### src/hw/llc_split_defines.svh
/* llc split defines
   sizing constants for the burst splitter front end */
`ifndef LLC_SPLIT_DEFINES_SVH
`define LLC_SPLIT_DEFINES_SVH

// byte address width
`define LLC_ADDR_W 32

// log2 of the line size in bytes, 32-byte lines
`define LLC_LINE_OFFS 5

// set associativity
`define LLC_WAYS 4

// scratchpad bytes mapped onto each way
`define LLC_SPM_WAY_BYTES 1024

// descriptor entries between split unit and issue stage
`define LLC_FIFO_DEPTH 4

// transaction id width
`define LLC_ID_W 4

`endif

### src/hw/llc_split_pkg.sv
/* llc split package
   burst, response and state encodings plus request and descriptor types */
`include "llc_split_defines.svh"

package llc_split_pkg;

  // axi burst encoding, wrap is treated as incr downstream
  typedef enum logic [1:0] {
    BURST_FIXED = 2'b00,
    BURST_INCR  = 2'b01,
    BURST_WRAP  = 2'b10
  } burst_e;

  // axi response encoding, only the two used values
  typedef enum logic [1:0] {
    RESP_OKAY   = 2'b00,
    RESP_SLVERR = 2'b10
  } resp_e;

  // split unit fsm
  typedef enum logic {
    SPLIT_IDLE,
    SPLIT_CUT
  } split_state_e;

  // one ar or aw request
  typedef struct packed {
    logic [`LLC_ID_W-1:0]   id;
    logic [`LLC_ADDR_W-1:0] addr;
    logic [7:0]             len;
    logic [2:0]             size;
    burst_e                 burst;
    logic                   write;
  } ax_req_t;

  // one line sized piece of a request
  typedef struct packed {
    logic [`LLC_ID_W-1:0]   id;
    logic [`LLC_ADDR_W-1:0] addr;
    logic [7:0]             len;
    logic [2:0]             size;
    burst_e                 burst;
    logic                   rw;
    logic                   spm;
    logic [`LLC_WAYS-1:0]   way_ind;
    resp_e                  resp;
    logic                   last;
  } llc_desc_t;

endpackage

### src/hw/llc_desc_if.sv
/* descriptor link
   connects the split unit, the descriptor FIFO and the issue stage */
`timescale 1ns/1ps

interface llc_desc_if;

  // entry written by the split unit
  llc_split_pkg::llc_desc_t desc;
  // entry at the FIFO head, seen by the issue stage
  llc_split_pkg::llc_desc_t head;
  // one pulse per entry, only while not full
  logic push;
  // one pulse per entry, only while not empty
  logic pop;
  logic full;
  logic empty;

  modport producer (output desc, output push, input full);

  modport buffer (input desc, input push, input pop, output head, output full, output empty);

  modport consumer (output pop, input head, input empty);

endinterface

### src/hw/llc_burst_cutter.sv
/* llc burst cutter
   cuts the current request at the line boundary and picks cached or scratchpad way */
`timescale 1ns/1ps
`include "llc_split_defines.svh"

module llc_burst_cutter (
  input  llc_split_pkg::ax_req_t   curr_i,
  input  logic [`LLC_ADDR_W-1:0]   cached_start_i,
  input  logic [`LLC_ADDR_W-1:0]   cached_end_i,
  input  logic [`LLC_ADDR_W-1:0]   spm_start_i,
  output llc_split_pkg::ax_req_t   next_o,
  output llc_split_pkg::llc_desc_t desc_o
);

  localparam int unsigned line_bytes = 1 << `LLC_LINE_OFFS;

  // line arithmetic
  logic [`LLC_ADDR_W-1:0] line_base;
  logic [`LLC_ADDR_W-1:0] next_base;
  logic [`LLC_ADDR_W-1:0] bytes_on_line;
  logic [7:0]             beats_on_line;

  // scratchpad map, one region per way
  logic [`LLC_ADDR_W-1:0] spm_lo [`LLC_WAYS];
  logic [`LLC_ADDR_W-1:0] spm_hi [`LLC_WAYS];

  // decode results
  logic                 in_cached;
  logic [`LLC_WAYS-1:0] spm_hit;

  // regions are packed back to back from spm_start_i upwards
  always_comb begin
    for (int i = 0; i < `LLC_WAYS; i++) begin
      spm_lo[i] = spm_start_i + `LLC_ADDR_W'(i * `LLC_SPM_WAY_BYTES);
      spm_hi[i] = spm_lo[i] + `LLC_ADDR_W'(`LLC_SPM_WAY_BYTES);
    end
  end

  // end addresses are exclusive
  always_comb begin
    in_cached = (curr_i.addr >= cached_start_i) && (curr_i.addr < cached_end_i);
    for (int i = 0; i < `LLC_WAYS; i++) begin
      // disjoint regions, so at most one bit is set
      spm_hit[i] = (curr_i.addr >= spm_lo[i]) && (curr_i.addr < spm_hi[i]);
    end
  end

  always_comb begin
    // clear the offset bits to get the line base
    line_base     = curr_i.addr & ~`LLC_ADDR_W'(line_bytes - 1);
    next_base     = line_base + `LLC_ADDR_W'(line_bytes);
    // bytes from the start address up to the line end
    bytes_on_line = next_base - curr_i.addr;
    // at most line_bytes beats, fits the len field
    beats_on_line = 8'(((bytes_on_line - 1) >> curr_i.size) + 1);

    // defaults, request passes through unchanged
    next_o         = curr_i;
    desc_o.id      = curr_i.id;
    desc_o.addr    = curr_i.addr;
    desc_o.len     = curr_i.len;
    desc_o.size    = curr_i.size;
    desc_o.burst   = curr_i.burst;
    desc_o.rw      = curr_i.write;
    desc_o.spm     = 1'b0;
    desc_o.way_ind = '0;
    desc_o.resp    = llc_split_pkg::RESP_OKAY;
    desc_o.last    = 1'b1;

    // region select, cached region checked first
    if (in_cached) begin
      desc_o.spm     = 1'b0;
      desc_o.way_ind = '0;
    end else if (|spm_hit) begin
      desc_o.spm     = 1'b1;
      desc_o.way_ind = spm_hit;
    end else begin
      // decode miss goes to way 0 with an error response
      desc_o.spm     = 1'b1;
      desc_o.way_ind = `LLC_WAYS'(1);
      desc_o.resp    = llc_split_pkg::RESP_SLVERR;
    end

    // fixed bursts never leave their line
    if ((curr_i.burst != llc_split_pkg::BURST_FIXED) &&
        ((beats_on_line - 8'd1) < curr_i.len)) begin
      desc_o.len  = beats_on_line - 8'd1;
      desc_o.last = 1'b0;
      // remainder starts on the next line
      next_o.addr = next_base;
      next_o.len  = curr_i.len - beats_on_line;
    end
  end

endmodule

### src/hw/llc_split_unit.sv
/* llc split unit
   holds one accepted request and pushes one line descriptor per free cycle */
`timescale 1ns/1ps
`include "llc_split_defines.svh"

module llc_split_unit (
  input  logic                   clk_i,
  input  logic                   arst_n_i,
  input  logic                   ax_valid_i,
  input  llc_split_pkg::ax_req_t ax_req_i,
  input  logic [`LLC_ADDR_W-1:0] cached_start_i,
  input  logic [`LLC_ADDR_W-1:0] cached_end_i,
  input  logic [`LLC_ADDR_W-1:0] spm_start_i,
  output logic                   busy_o,
  llc_desc_if.producer           desc_if
);

  llc_split_pkg::split_state_e state_q;
  llc_split_pkg::split_state_e state_d;

  // remaining part of the burst
  llc_split_pkg::ax_req_t   req_q;
  llc_split_pkg::ax_req_t   next_req;
  llc_split_pkg::llc_desc_t cut_desc;

  logic accept;
  logic push;

  // a request is taken only while idle
  assign accept = ax_valid_i && (state_q == llc_split_pkg::SPLIT_IDLE);
  // one descriptor per cycle unless the FIFO is full
  assign push   = (state_q == llc_split_pkg::SPLIT_CUT) && !desc_if.full;
  assign busy_o = (state_q == llc_split_pkg::SPLIT_CUT);

  assign desc_if.push = push;
  assign desc_if.desc = cut_desc;

  llc_burst_cutter i_cutter (
    .curr_i         (req_q),
    .cached_start_i (cached_start_i),
    .cached_end_i   (cached_end_i),
    .spm_start_i    (spm_start_i),
    .next_o         (next_req),
    .desc_o         (cut_desc)
  );

  always_comb begin
    state_d = state_q;
    case (state_q)
      llc_split_pkg::SPLIT_IDLE: begin
        if (accept) begin
          state_d = llc_split_pkg::SPLIT_CUT;
        end
      end
      llc_split_pkg::SPLIT_CUT: begin
        // done once the last piece is in the FIFO
        if (push && cut_desc.last) begin
          state_d = llc_split_pkg::SPLIT_IDLE;
        end
      end
      default: state_d = llc_split_pkg::SPLIT_IDLE;
    endcase
  end

  always_ff @(posedge clk_i or negedge arst_n_i) begin
    if (!arst_n_i) begin
      state_q <= llc_split_pkg::SPLIT_IDLE;
    end else begin
      state_q <= state_d;
    end
  end

  // request register, only meaningful while cutting
  always_ff @(posedge clk_i) begin
    if (accept) begin
      req_q <= ax_req_i;
    end else if (push && !cut_desc.last) begin
      // step to the remainder after each pushed piece
      req_q <= next_req;
    end
  end

endmodule

### src/hw/llc_desc_fifo.sv
/* llc descriptor FIFO
   circular buffer between split unit and issue stage, head entry visible */
`timescale 1ns/1ps
`include "llc_split_defines.svh"

module llc_desc_fifo (
  input  logic       clk_i,
  input  logic       arst_n_i,
  llc_desc_if.buffer desc_if
);

  localparam int unsigned depth = `LLC_FIFO_DEPTH;
  localparam int unsigned ptr_w = (depth > 1) ? $clog2(depth) : 1;
  localparam int unsigned cnt_w = $clog2(depth + 1);

  // storage
  llc_split_pkg::llc_desc_t mem_q [depth];

  logic [ptr_w-1:0] wr_ptr_q;
  logic [ptr_w-1:0] rd_ptr_q;
  logic [cnt_w-1:0] count_q;

  logic do_push;
  logic do_pop;

  assign desc_if.full  = (count_q == cnt_w'(depth));
  assign desc_if.empty = (count_q == '0);
  assign desc_if.head  = mem_q[rd_ptr_q];

  // guarded so a stray strobe cannot corrupt the count
  assign do_push = desc_if.push && !desc_if.full;
  assign do_pop  = desc_if.pop && !desc_if.empty;

  always_ff @(posedge clk_i or negedge arst_n_i) begin
    if (!arst_n_i) begin
      wr_ptr_q <= '0;
      rd_ptr_q <= '0;
      count_q  <= '0;
    end else begin
      if (do_push) begin
        wr_ptr_q <= (wr_ptr_q == ptr_w'(depth - 1)) ? '0 : wr_ptr_q + 1'b1;
      end
      if (do_pop) begin
        rd_ptr_q <= (rd_ptr_q == ptr_w'(depth - 1)) ? '0 : rd_ptr_q + 1'b1;
      end
      // simultaneous push and pop leaves the count alone
      case ({do_push, do_pop})
        2'b10:   count_q <= count_q + 1'b1;
        2'b01:   count_q <= count_q - 1'b1;
        default: count_q <= count_q;
      endcase
    end
  end

  // entry storage
  always_ff @(posedge clk_i) begin
    if (do_push) begin
      mem_q[wr_ptr_q] <= desc_if.desc;
    end
  end

endmodule

### src/hw/llc_desc_issue.sv
/* llc descriptor issue
   pops the FIFO head into output registers, one pulse per descriptor */
`timescale 1ns/1ps

module llc_desc_issue (
  input  logic                     clk_i,
  input  logic                     arst_n_i,
  input  logic                     stall_i,
  output logic                     desc_valid_o,
  output llc_split_pkg::llc_desc_t desc_o,
  llc_desc_if.consumer             desc_if
);

  logic                     pop;
  logic                     valid_q;
  llc_split_pkg::llc_desc_t desc_q;

  // take the head whenever there is one and nobody holds us
  assign pop         = !desc_if.empty && !stall_i;
  assign desc_if.pop = pop;

  // valid follows the pop by one edge
  always_ff @(posedge clk_i or negedge arst_n_i) begin
    if (!arst_n_i) begin
      valid_q <= 1'b0;
    end else begin
      valid_q <= pop;
    end
  end

  // output payload, held between pulses
  always_ff @(posedge clk_i) begin
    if (pop) begin
      desc_q <= desc_if.head;
    end
  end

  assign desc_valid_o = valid_q;
  assign desc_o       = desc_q;

endmodule

### src/hw/llc_split_top.sv
/* llc split top
   request cutter, descriptor FIFO and issue stage behind plain ports */
`timescale 1ns/1ps
`include "llc_split_defines.svh"

module llc_split_top (
  input  logic                   clk_i,
  input  logic                   arst_n_i,
  // request side
  input  logic                   ax_valid_i,
  input  logic [`LLC_ID_W-1:0]   ax_id_i,
  input  logic [`LLC_ADDR_W-1:0] ax_addr_i,
  input  logic [7:0]             ax_len_i,
  input  logic [2:0]             ax_size_i,
  input  logic [1:0]             ax_burst_i,
  input  logic                   ax_write_i,
  // region bounds
  input  logic [`LLC_ADDR_W-1:0] cached_start_i,
  input  logic [`LLC_ADDR_W-1:0] cached_end_i,
  input  logic [`LLC_ADDR_W-1:0] spm_start_i,
  input  logic                   stall_i,
  output logic                   busy_o,
  // descriptor side
  output logic                   desc_valid_o,
  output logic [`LLC_ID_W-1:0]   desc_id_o,
  output logic [`LLC_ADDR_W-1:0] desc_addr_o,
  output logic [7:0]             desc_len_o,
  output logic [2:0]             desc_size_o,
  output logic [1:0]             desc_burst_o,
  output logic                   desc_rw_o,
  output logic                   desc_spm_o,
  output logic [`LLC_WAYS-1:0]   desc_way_o,
  output logic [1:0]             desc_resp_o,
  output logic                   desc_last_o
);

  llc_split_pkg::ax_req_t   ax_req;
  llc_split_pkg::llc_desc_t out_desc;

  llc_desc_if desc_link ();

  // pack request ports
  assign ax_req.id    = ax_id_i;
  assign ax_req.addr  = ax_addr_i;
  assign ax_req.len   = ax_len_i;
  assign ax_req.size  = ax_size_i;
  assign ax_req.burst = llc_split_pkg::burst_e'(ax_burst_i);
  assign ax_req.write = ax_write_i;

  llc_split_unit i_split (
    .clk_i          (clk_i),
    .arst_n_i       (arst_n_i),
    .ax_valid_i     (ax_valid_i),
    .ax_req_i       (ax_req),
    .cached_start_i (cached_start_i),
    .cached_end_i   (cached_end_i),
    .spm_start_i    (spm_start_i),
    .busy_o         (busy_o),
    .desc_if        (desc_link.producer)
  );

  llc_desc_fifo i_fifo (
    .clk_i    (clk_i),
    .arst_n_i (arst_n_i),
    .desc_if  (desc_link.buffer)
  );

  llc_desc_issue i_issue (
    .clk_i        (clk_i),
    .arst_n_i     (arst_n_i),
    .stall_i      (stall_i),
    .desc_valid_o (desc_valid_o),
    .desc_o       (out_desc),
    .desc_if      (desc_link.consumer)
  );

  // unpack descriptor fields
  assign desc_id_o    = out_desc.id;
  assign desc_addr_o  = out_desc.addr;
  assign desc_len_o   = out_desc.len;
  assign desc_size_o  = out_desc.size;
  assign desc_burst_o = out_desc.burst;
  assign desc_rw_o    = out_desc.rw;
  assign desc_spm_o   = out_desc.spm;
  assign desc_way_o   = out_desc.way_ind;
  assign desc_resp_o  = out_desc.resp;
  assign desc_last_o  = out_desc.last;

endmodule

### config.mk
export PLATFORM = sky130hd
export DESIGN_NAME = llc_split_top
export DESIGN_NICKNAME = d
export VERILOG_FILES = /design/src/hw/llc_split_pkg.sv /design/src/hw/llc_desc_if.sv /design/src/hw/llc_burst_cutter.sv /design/src/hw/llc_split_unit.sv /design/src/hw/llc_desc_fifo.sv /design/src/hw/llc_desc_issue.sv /design/src/hw/llc_split_top.sv
export VERILOG_INCLUDE_DIRS = /design/src /design/src/hw
export SDC_FILE = /design/constraint.sdc
export NUM_CORES = 1
export LEC_CHECK = 0
export BUFFER_PORTS_ARGS = -buffer_cell sky130_fd_sc_hd__clkbuf_2
export CAP_MARGIN = 40
export CORE_MARGIN = 2
export CORE_UTILIZATION = 65
export DETAILED_ROUTE_END_ITERATION = 8
export GPL_ROUTABILITY_DRIVEN = 0
export PLACE_DENSITY = 0.87
export SYNTH_ARGS = -nofsm -noshare
export SYNTH_HDL_FRONTEND = slang
export SYNTH_SLANG_ARGS = --single-unit
### constraint.sdc
create_clock -name clk_i -period 17.6 [get_ports clk_i]
set_clock_uncertainty 0.15 [all_clocks]
set_input_delay 0.88 -clock clk_i [delete_from_list [all_inputs] [get_ports clk_i]]
set_output_delay 0.88 -clock clk_i [all_outputs]
set_load 0.05 [all_outputs]
Yosys cells after proc, flatten, opt, wreduce, memory -nomap -nowiden
Memories as Yosys holds them, arrays and structs flattened. A register that Yosys moved wholly into a read port is not among the register bits.
Index checks and enable logic that the tools add are counted.
{"block": "totals", "input_bits": 150, "output_inout_bits": 60, "mem_bits_rw": 232, "mem_count": 1, "reg_bits": 59, "rom_bits": 0, "word_cells": 86, "latchBits": 0}
{"name": "i_fifo.mem_q", "depth": 4, "word_bits": 58, "read_ports": 1, "rd_clocked_by_memory_dff": 1, "wr": 1, "line_no": "llc_desc_fifo.sv:17", "text": "llc_split_pkg::llc_desc_t mem_q [depth];"}
{"block": "classes", "n_mux": 17, "shift": 1, "bitwise": 1, "eq_ne": 5, "n_addsub": 16, "div_mod_pow": 0, "n_mul": 0, "reduce_logical": 23, "n_lt_le_gt_ge": 11}
{"cell": "$ge A32 B32 Y1", "n": 5}
{"cell": "$lt A32 B32 Y1", "n": 5}
{"cell": "$add A32 B11 Y32 const B", "n": 4}
{"cell": "$add A32 B12 Y32 const B", "n": 2}
{"cell": "$mux W50", "n": 1}
{"cell": "$mux W46", "n": 1}
{"cell": "$mux W40", "n": 1}
{"cell": "$add A32 B6 Y32 const B", "n": 1}
{"cell": "$shr A32 B3 Y8", "n": 1}
{"cell": "$sub A32 B1 Y32 const B", "n": 1}
{"cell": "$sub A32 B32 Y32", "n": 1}
{"cell": "$logic_and A1 B1 Y1", "n": 13}
{"cell": "$add A8 B1 Y8 const B", "n": 1}
{"cell": "$lt A8 B8 Y1", "n": 1}
{"cell": "$mux W2", "n": 4}
{"cell": "$mux W8", "n": 1}
{"cell": "$reduce_bool A2 Y1", "n": 4}
{"cell": "$sub A8 B1 Y8 const B", "n": 1}
{"cell": "$sub A8 B8 Y8", "n": 1}
{"cell": "$eq A2 B2 Y1 const B", "n": 3}
{"cell": "$pmux W3 S2", "n": 1}
{"cell": "$mux W1", "n": 5}
{"cell": "$mux W5", "n": 1}
{"cell": "$add A2 B1 Y2 const B", "n": 2}
{"cell": "11 further kinds", "n": 13}

Depth between registers and ports, before layout
Gate-level depths: netlist of the first run.
{"block": "depth", "depth_word": 12, "ltp_mapped": 25, "mapped_depth_nobuf": 23}

By module
A second synthesis of the first run with hierarchy kept.
{"block": "hier_totals", "cells_unflattened": 1908, "area_unflattened_um2": 23366.2}
{"module": "llc_burst_cutter", "n_inst": 1, "area_each_um2": 10281.1, "cells_per_inst": 1391, "seq_area_each_um2": 0.0}
{"module": "llc_desc_fifo", "n_inst": 1, "area_each_um2": 8891.0, "cells_per_inst": 344, "seq_area_each_um2": 7141.8}
{"module": "llc_split_unit", "n_inst": 1, "area_each_um2": 2423.6, "cells_per_inst": 113, "seq_area_each_um2": 1526.5}
{"module": "llc_desc_issue", "n_inst": 1, "area_each_um2": 1770.4, "cells_per_inst": 60, "seq_area_each_um2": 1766.7}

Worst setup path after synthesis of the first run
OpenSTA, ideal clock, no wires.
{"block": "synth_timing", "kind": "register -> register", "startpoint": "register i_split.req_q[19] (netlist bit)", "endpoint": "register i_split.req_q[10] (netlist bit) (enable)", "setup_slack_ns": 11.267, "setup_ns": 0.396, "period_less_slack_ns": 6.333, "path_buffers": 3, "stages_incl_launch_ff": 22, "required_ns": 17.054, "arrival_time_ns": 5.787, "cell_sequence": "edfxtp_1 > ha_1 > ha_1 > or4_4 > and2_4 > a32oi_2 > nand4_1 > a41o_1 > buf_6 > and3_1 > or2_1 > buf_6 > and3_4 > xnor2_1 > ha_1 > a21oi_1 > nor2b_1 > o21ai_0 > nand2b_1 > a211oi_1 > clkbuf_1 > a21o_1"}
{"block": "synth_between", "elab_chain_cells": 11, "elab_cells_between_ends": 12, "classes_between": "add/sub (5); order compare (1); shift (1); reduce/logical (5)"}
{"element": "start: declaration", "line_no": "llc_split_unit.sv:22", "text": "llc_split_pkg::ax_req_t req_q;"}
{"element": "start signal: assignment", "line_no": "llc_split_unit.sv:76", "text": "req_q <= ax_req_i;"}
{"element": "start signal: assignment", "line_no": "llc_split_unit.sv:79", "text": "req_q <= next_req;"}
{"element": "$add A32 B6 Y32", "line_no": "llc_burst_cutter.sv:51", "text": "next_base = line_base + `LLC_ADDR_W'(line_bytes);"}
{"element": "$sub A32 B32 Y32 *", "line_no": "llc_burst_cutter.sv:53", "text": "bytes_on_line = next_base - curr_i.addr;"}
{"element": "$sub A32 B1 Y32 *", "line_no": "llc_burst_cutter.sv:55", "text": "beats_on_line = 8'(((bytes_on_line - 1) >> curr_i.size) + 1);"}
{"element": "$shr A32 B3 Y8 *", "line_no": "llc_burst_cutter.sv:55"}
{"element": "$add A8 B1 Y8 *", "line_no": "llc_burst_cutter.sv:55"}
{"element": "$sub A8 B1 Y8 *", "line_no": "llc_burst_cutter.sv:86", "text": "((beats_on_line - 8'd1) < curr_i.len)) begin"}
{"element": "$lt A8 B8 Y1 *", "line_no": "llc_burst_cutter.sv:86"}
{"element": "$logic_and A1 B1 Y1 *", "line_no": "llc_burst_cutter.sv:85", "text": "if ((curr_i.burst != llc_split_pkg::BURST_FIXED) &&"}
{"element": "$logic_and A1 B1 Y1", "line_no": "llc_split_unit.sv:77", "text": "end else if (push && !cut_desc.last) begin"}
{"element": "$reduce_bool A2 Y1 (no source line)"}
{"element": "$reduce_and A2 Y1 (no source line) *"}
Every way passes the cells marked *; elsewhere a longest branch is shown, timed or not.
A chain may end at the register's enable or synchronous reset.

Final worst setup path of the first run
{"block": "layout_timing", "startpoint": "register i_split.req_q[19] (netlist bit)", "endpoint": "register i_split.req_q[24] (netlist bit) (enable)"}
Same word-level chain as after synthesis.

==> results of run 1 <==
## power by group
part           switching, mW  internal (mW)  total, mW
clock                  0.307          0.449      0.756
combinational           1.52          0.999       2.52
sequential             0.341           1.46       1.80
## cell type report
cell class | instances | share of cell area, %
clock buffer | 39 | 3.67
clock inverter | 23 | 1.02
inverter | 139 | 2.10
multi-input combinational | 1321 | 44.5
sequential | 344 | 41.4
tap | 448 | 2.25
timing repair buffer | 228 | 5.06
## critical path, stage by stage, from the launching register on
cell                       delay (ns)
sky130_fd_sc_hd__edfxtp_1        0.69
sky130_fd_sc_hd__ha_1            0.36
sky130_fd_sc_hd__nand3_1         0.18
sky130_fd_sc_hd__inv_1           0.12
sky130_fd_sc_hd__ha_1            0.28
sky130_fd_sc_hd__xnor2_1         0.51
sky130_fd_sc_hd__nor2_1          0.14
sky130_fd_sc_hd__a32oi_2         0.30
sky130_fd_sc_hd__nand4_1         0.15
sky130_fd_sc_hd__a41o_1          0.41
sky130_fd_sc_hd__and3_1          0.21
sky130_fd_sc_hd__or2_1           0.32
sky130_fd_sc_hd__and3_4          0.22
sky130_fd_sc_hd__xnor2_1         0.21
sky130_fd_sc_hd__ha_1            0.27
sky130_fd_sc_hd__a21oi_1         0.12
sky130_fd_sc_hd__nor2b_1         0.06
sky130_fd_sc_hd__o21ai_0         0.19
sky130_fd_sc_hd__nand2b_1        0.09
sky130_fd_sc_hd__a211oi_1        0.24
sky130_fd_sc_hd__buf_4           0.24
sky130_fd_sc_hd__a21o_2          0.44
sky130_fd_sc_hd__buf_12          0.25
## worst max path at each step
stage                                     start                           end
floorplan           i_split.req_q[19]$_DFFE_PP_   i_split.req_q[10]$_DFFE_PP_
global placement                spm_start_i[11]  i_fifo.mem_q[0][2]$_DFFE_PP_
detailed placement              spm_start_i[12]  i_fifo.mem_q[3][2]$_DFFE_PP_
CTS                 i_split.req_q[19]$_DFFE_PP_   i_split.req_q[24]$_DFFE_PP_
global route        i_split.req_q[19]$_DFFE_PP_   i_split.req_q[24]$_DFFE_PP_
finish              i_split.req_q[19]$_DFFE_PP_   i_split.req_q[24]$_DFFE_PP_
## layer usage
layer	share of wire, %	vias to the layer above
li1	-	7392
met1	37	7854
met2	50	902
met3	7.9	185
met4	4.9	0
met5	0	-
## stage by stage
stage	total power [mW]	std cells
floorplan	3.51	1856
global placement	4.05	2474
detailed placement	4.24	2480
CTS	5.05	2542
global route	5.36	2542
finish	5.08	2542
## placed cells by master (no fill, tap or decap), types with 50 or more instances in the layout
master,n
sky130_fd_sc_hd__a21o_1,94
sky130_fd_sc_hd__a21oi_1,60
sky130_fd_sc_hd__clkbuf_2,208
sky130_fd_sc_hd__edfxtp_1,335
sky130_fd_sc_hd__ha_1,258
sky130_fd_sc_hd__inv_1,133
sky130_fd_sc_hd__mux4_2,57
sky130_fd_sc_hd__nand2_1,110
sky130_fd_sc_hd__nand4_1,58
sky130_fd_sc_hd__nor2_1,87
sky130_fd_sc_hd__o21ai_0,78
sky130_fd_sc_hd__xnor2_1,115
sky130_fd_sc_hd__xor2_1,50
## synth_stat cells, types with 24 or more instances
master                       n  area (sq um)
sky130_fd_sc_hd__edfxtp_1  335         10100
sky130_fd_sc_hd__ha_1      258          3230
sky130_fd_sc_hd__inv_1     133           499
sky130_fd_sc_hd__xnor2_1   115          1010
sky130_fd_sc_hd__nand2_1   110           413
sky130_fd_sc_hd__a21o_1     95           713
sky130_fd_sc_hd__nor2_1     88           330
sky130_fd_sc_hd__o21ai_0    78           390
sky130_fd_sc_hd__a21oi_1    60           300
sky130_fd_sc_hd__nand4_1    58           363
sky130_fd_sc_hd__mux4_2     57          1280
sky130_fd_sc_hd__xor2_1     50           438
sky130_fd_sc_hd__clkbuf_1   38           143
sky130_fd_sc_hd__nor3_1     36           180
sky130_fd_sc_hd__nand3_1    30           150
sky130_fd_sc_hd__nor2b_1    27           169
sky130_fd_sc_hd__nand2b_1   24           150
## sequential cells by signal, summed over array words and instances, names as in the netlist
name / cells
i_issue.desc_o: 57
i_issue.desc_valid_o: 1
i_fifo.count_q: 3
i_fifo.wr_ptr_q: 2
i_fifo.rd_ptr_q: 2
i_split.req_q: 50
i_fifo.mem_q: 228
i_split.busy_o: 1
## cell families after synthesis
family / after synthesis / synth area share [%]
buffers and inverters: 191 / 3.43
multiplexers: 73 / 6.61
flip-flops: 344 / 46.6
adder cells (fa/ha/maj): 261 / 14.9
AO/OA/AOI/OAI: 335 / 10.0
AND/OR/NAND/NOR: 482 / 11.5
XOR/XNOR: 169 / 6.93
other: 1 / 0.0170
==> results.txt, run 1 <==
The share of the core filled with cells came out at about three quarters. The number of max-slew violations in the final report is 0. The met3 usage in global routing is under 10%. The hold violation count in the final report came out at 0. The class of the tightest hold or removal check is input port to asynchronous set/reset pin. The static power due to leakage is between 10 and 15 nW. The worst setup slack after layout is 11.10 ns.

The sequential cell area in the final layout came out at a little over 0.01 sq mm. The die span in y is roughly 190 um. The setup slack after placement is 11.20 ns. The number of nets produced by synthesis came out at about 2,300. The pin slew with the least headroom to its limit came out at approximately 0.96 ns. The worst setup slack for register-to-register paths came out at 11.10 ns. In this run the critical register-to-register path is captured at i_split.req_q[24]$_DFFE_PP_. Subtracting the final worst setup slack from the clock period gives roughly 6.5 ns. Detailed placement ended at an HPWL of 39.8 mm.

The number of setup buffers added after CTS is 0. The number of gates resized after CTS was 0. The TritonCTS clock tree is yes. The critical path arrival is 6.56 ns. The first global-routing pass estimated 89.2 mm of wire.

The first-pass iteration count of the detailed router is 5. The number of antenna violations at the first check in global routing came out at 0. Max-cap violations in this run came to 0. The worst pin sits at a relative slew slack of a little over a third. In the final routed layout, each cell accounts on average for roughly 23 um. The die footprint came out at 0.0355 sq mm. The count of hold-fix buffers inserted at cts came out at 0.

The highest net fanout along the worst path is 25. Counting every instance in the synthesized netlist gives about 1,900. The critical path is of the register to register type. The deepest clock path buffer count came out at 3. The fraction of the cycle the final worst path needs is a little under two fifths. The most frequently used flop master after synthesis is sky130_fd_sc_hd__edfxtp_1. After routing, the total negative slack on setup checks comes to 0 ns. The final instance area came out at about 0.025 sq mm. STA classifies the critical path endpoint as a register.

The effective utilization at floorplan is 65.8%. The overall routed net length is 57.2 mm. The maximum achievable frequency is 154 MHz.

The area used by multi-input combinational logic came out at 0.0111 sq mm. Setup violations remaining at the end of the flow were counted as 0. The hold slack is 0.0575 ns. The data required time of the worst path came out at roughly 18 ns.

The number of rows in the core area came out at 67. After synthesis, the share of flip-flops with an asynchronous set or reset is 2.62%. Input and output buffers added on the ports amount to between 200 and 250. Clock tree synthesis selected as its root buffer the cell sky130_fd_sc_hd__clkbuf_16. The final layout net count is 2,479.

The worst register-to-register path begins at i_split.req_q[19]$_DFFE_PP_. In this run, the number of DRC markers left after iteration 0 of detailed routing was approximately 1,400. VDD sags by at most 137 uV. The maximum number of pins on one net before global-route repair came out at 95. The total power per unit cell area came out at 204 mW/mm^2. The met1 capacity usage during global routing came out at approximately 40%. The number of nets with antenna violations after detailed routing came out at 0. The share of synthesized area occupied by flip-flops and latches came out at around 47%. The antenna diode instance count is 0. The number of flops mapped to enable cells by yosys is roughly 340. For this block, the via count after detailed routing is about 16,000. The growth of design area from synthesis to finish came out at 12.6%. The global-route usage over all layers came out at around a third. The remaining global-route overflow is 0. The fraction of final layout cells sized beyond drive strength 1 is between 15 and 20%.

The depth of the most critical reg-to-reg path came out at 22. The count of pins on the block boundary came out at between 200 and 250. Counting the fill cells in the layout gives approximately 2,100. The number of global-route vias before repair came to 16,812.

The run finished with clean final reports. The insertion delay of the later-clocked pin in the worst-skew pair is between 0.5 and 0.6 ns. The count of different cell masters after synthesis is 85. Setup repair after global routing left no endpoint under its margin. In this run the cell area of the synthesized design comes to 0.0221 sq mm. The fraction of met2 tracks used by global routing came out at ~56%.

The vias per cell is roughly 6.4. The count of clock tree sinks is approximately 340. The placed instance area is approximately 0.024 sq mm. Clock-pin slew was measured on the worst setup and hold paths at 0.07 ns. The maximum level of the CTS H-tree is 2. The standard cell core area came out at around 0.034 sq mm. In the routed design, unresolved DRC markers number 0.

The count of synthesis-stage warnings from yosys is 0. The global routing stage identified its most utilized layer as met2. The total clock buffers created by CTS is 35. The post-synthesis sequential element count came out at 344. The die width came out at about 190 um. The worst setup path is launched from a register.

A synthesized cell averages 11.9 sq um.
(Power assumes the default switching activity.)
==> run 2: changes to the inputs <==
--- a/config.mk
+++ b/config.mk
@@ -9,10 +9,10 @@
 export BUFFER_PORTS_ARGS = -buffer_cell sky130_fd_sc_hd__clkbuf_2
 export CAP_MARGIN = 40
 export CORE_MARGIN = 2
-export CORE_UTILIZATION = 65
+export CORE_UTILIZATION = 61
 export DETAILED_ROUTE_END_ITERATION = 8
 export GPL_ROUTABILITY_DRIVEN = 0
-export PLACE_DENSITY = 0.87
+export PLACE_DENSITY = 0.83
 export SYNTH_ARGS = -nofsm -noshare
 export SYNTH_HDL_FRONTEND = slang
 export SYNTH_SLANG_ARGS = --single-unit
==> constraint.sdc (replaced) <==
create_clock -name clk_i -period 6.5 [get_ports clk_i]
set_clock_uncertainty 0.15 [all_clocks]
set_input_delay 0.325 -clock clk_i [delete_from_list [all_inputs] [get_ports clk_i]]
set_output_delay 0.325 -clock clk_i [all_outputs]
set_load 0.05 [all_outputs]
==> run 2 against run 1 <==
Against the previous run:
- the flow now finishes with violations (hold timing)
- worst hold slack worse by 0.058 ns
- final cell count increased by 2.1%
- final area up 1.2%
- worst setup slack worse by 11 ns
- fmax is 7.9% higher
- critical path type unchanged
- clock power increased by 140%
- flip-flop and latch count stayed put
- die area is 6.4% higher
==> results.txt, run 2 (synthesis results as in run 1) <==
The number of global-route vias before repair is approximately 17,000. The post-cts resize count is 0. STA classifies the critical path endpoint as a register. The count of clock tree sinks is 344. The area used by multi-input combinational logic came out at roughly 0.011 sq mm. The number of rows in the core area came out at 69. In the layout the commonest cells are 335 x sky130_fd_sc_hd__edfxtp_1, 258 x sky130_fd_sc_hd__ha_1, 208 x sky130_fd_sc_hd__clkbuf_2, 133 x sky130_fd_sc_hd__inv_1, 115 x sky130_fd_sc_hd__xnor2_1. The number of max-slew violations in the final report was 0. The total DRC errors in the routed layout is 0. The worst hold path belongs to the class input port to register.

The most critical setup path has its startpoint at i_split.req_q[21]$_DFFE_PP_. The worst register-to-register path ends at i_split.req_q[25]$_DFFE_PP_. The die span in y came out at roughly 200 um. The post-CTS clock slew at the launch and capture registers of the worst setup and hold paths came out at 0.06 ns. The critical path arrival is between 6 and 7 ns. The deepest clock path buffer count is 3.

Setup repair after global routing left no endpoint under its margin. The pin slew with the least headroom to its limit is just over 0.9 ns. The overall routed net length is approximately 56 mm. The beginning of the worst register-to-register path is i_split.req_q[21]$_DFFE_PP_. In this run the static leakage power is about 10 nW. The filler cell count in the final layout came out at 2,471. Leaving out fill and tap cells, the most frequent cell in the layout is sky130_fd_sc_hd__edfxtp_1.

The total power per unit cell area is around 530 mW/mm^2. The total clock buffers created by CTS is 35. In the final layout, flip-flops and latches occupy around 0.010 sq mm. The pre-antenna-repair detailed-routing pass consisted of 7 iterations. The end of the critical path is i_split.req_q[25]$_DFFE_PP_. The share of the core filled with cells is between 70% and 80%. The worst setup path is of the register to register kind. Of the cells placed in the final design, the portion with a size suffix greater than 1 is between 10% and 20%. The fraction of the cycle the final worst path needs came out at slightly above 90%. The tightest hold path in the finished design has a slack of -0.0000773 ns. The count of routing violations after the opening detailed-route iteration came out at roughly 1,300. The insertion delay of the later-clocked pin in the worst-skew pair is 0.51 ns. Setup violations remaining at the end of the flow were counted as 0. Before CTS, the worst setup slack after placement is 0.562 ns. Summed over all layers, the global routing overflow is 0. i_fifo.mem_q holds more flip-flops than any other register. The checks that failed: hold timing. The worst pin sits at a relative slew slack of approximately two fifths. The highest net fanout along the worst path came out at 24. The flip-flop count of the largest register after layout came out at roughly 230.

The final instance area is roughly 0.025 sq mm. The data required time of the worst path came out at 6.55 ns. The global-route usage over all layers came out at 29.5%. The standard cell core area is roughly 0.036 sq mm.

The maximum level of the CTS H-tree is 2. In the post-route analysis, the smallest setup slack over all paths is ~0.48 ns. The die width came out at about 190 um. The hold violation count in the final report is 1. The die footprint came out at around 0.038 sq mm. The growth of design area from synthesis to finish is 13.9%. The sum of negative setup slack came out at 0 ns. The maximum achievable frequency is roughly 170 MHz. The placed instance area came out at between 0.02 and 0.025 sq mm. The number of nets with antenna violations after detailed routing came out at 0. The flow ran to the end, but the final reports show violations. The routed layout has ~16,000 vias. The worst setup slack for register-to-register paths is around 0.48 ns. The smallest clock period supported by the final layout is computed as 6.02 ns. The average wire per standard cell is between 20 and 25 um. The TritonCTS clock tree is yes. Clock tree synthesis selected as its root buffer the cell sky130_fd_sc_hd__clkbuf_16. The vias per cell is 6.20. The maximum number of pins on one net before global-route repair came out at 95.

The number of antenna violations at the first check in global routing came out at 0. The antenna diode instance count came out at 0. The count of pins on the block boundary is between 200 and 250. The number of max-cap violations is 0. The peak ir drop on the vdd network is about 440 uV. The effective utilization at floorplan came out at 62.1%. The kind of launch point of the worst setup path is a register. The count of port buffers added during placement is 208. The post-DP HPWL came out at 39.9 mm. The first-pass GRT wire length came out at 87.6 mm. The final layout net count is roughly 2,500. The worst register-to-register path has a depth of 20.
==> run 2: cell types whose count changed in the layout (fill, tap and decap cells not counted), sizes merged <==
cell           previous run  this run
clkinvlp                  0         3
buf                      20        27
clkinv                   21        15
clkbuf                  247       251
clkdlybuf4s15             0         1
dlygate4sd3               0        35
bufinv                    5         1
inv                     136       137
==> run 2: where the power goes <==
part	leakage, nW	total (mW)	switching (mW)	internal [mW]
logic	6.73	6.88	4.16	2.73
registers	3.24	4.68	0.732	3.94
clock network	0.496	1.84	0.809	1.03
==> run 2: layer usage <==
| metal | routed length, um | GRT usage (%) | up-vias |
|---|---|---|---|
| met4 | 2550 | 12.9 | 0 |
| met1 | 21800 | 37.3 | 7795 |
| met2 | 27500 | 51.2 | 672 |
| met3 | 3840 | 3.64 | 156 |
| met5 | 0 | 0 | - |
| li1 | - | - | 7469 |
==> run 2: metrics by stage <==
stage | std cells | power, mW
2_1_floorplan | 1856 | 9.50
4_1_cts | 2596 | 13.4
3_3_place_gp | 2497 | 11.1
3_5_place_dp | 2501 | 11.5
5_1_grt | 2596 | 14.2
6_report | 2596 | 13.4
==> run 2: worst min path at each step <==
stage	start	end	slack, ns	cells after the start
5_1_grt	ax_size_i[1]	i_split.req_q[4]$_DFFE_PP_	0.007	2
6_report	ax_addr_i[14]	i_split.req_q[28]$_DFFE_PP_	-0.00008	3
2_1_floorplan	arst_n_i	i_fifo.count_q[0]$_DFFE_PN0P_	-0.12	0
3_5_place_dp	arst_n_i	i_split.busy_o$_DFF_PN0_	0.06	1
3_3_place_gp	arst_n_i	i_fifo.count_q[0]$_DFFE_PN0P_	0.04	1
4_1_cts	ax_addr_i[12]	i_split.req_q[26]$_DFFE_PP_	0.001	3
==> run 2: cell type report <==
class	count	area share, %
clock buffer	43	3.60
tap	461	2.29
multi-input combinational	1321	44.0
sequential	344	40.9
inverter	139	2.08
clock inverter	17	0.473
timing repair buffer	271	6.64
==> run 2: critical path: stages, from the launching register on <==
cell                        delay (ns)
sky130_fd_sc_hd__edfxtp_1         0.70
sky130_fd_sc_hd__nand3_1          0.27
sky130_fd_sc_hd__inv_2            0.15
sky130_fd_sc_hd__ha_1             0.29
sky130_fd_sc_hd__xor2_1           0.21
sky130_fd_sc_hd__a2111oi_1        0.56
sky130_fd_sc_hd__a211oi_2         0.13
sky130_fd_sc_hd__or2_1            0.27
sky130_fd_sc_hd__a41o_1           0.33
sky130_fd_sc_hd__and3_1           0.20
sky130_fd_sc_hd__or2_1            0.30
sky130_fd_sc_hd__and3_4           0.21
sky130_fd_sc_hd__xnor2_1          0.19
sky130_fd_sc_hd__ha_1             0.26
sky130_fd_sc_hd__a21oi_1          0.14
sky130_fd_sc_hd__nor2b_1          0.07
sky130_fd_sc_hd__o21ai_0          0.15
sky130_fd_sc_hd__nand2b_1         0.08
sky130_fd_sc_hd__a211oi_1         0.30
sky130_fd_sc_hd__a21o_2           0.47
sky130_fd_sc_hd__buf_12           0.24
==> run 2: timing repair <==
item	4_1_cts	5_1_grt
buffers inserted	0	0
hold endpoints to repair	43	0
hold buffers	35	0
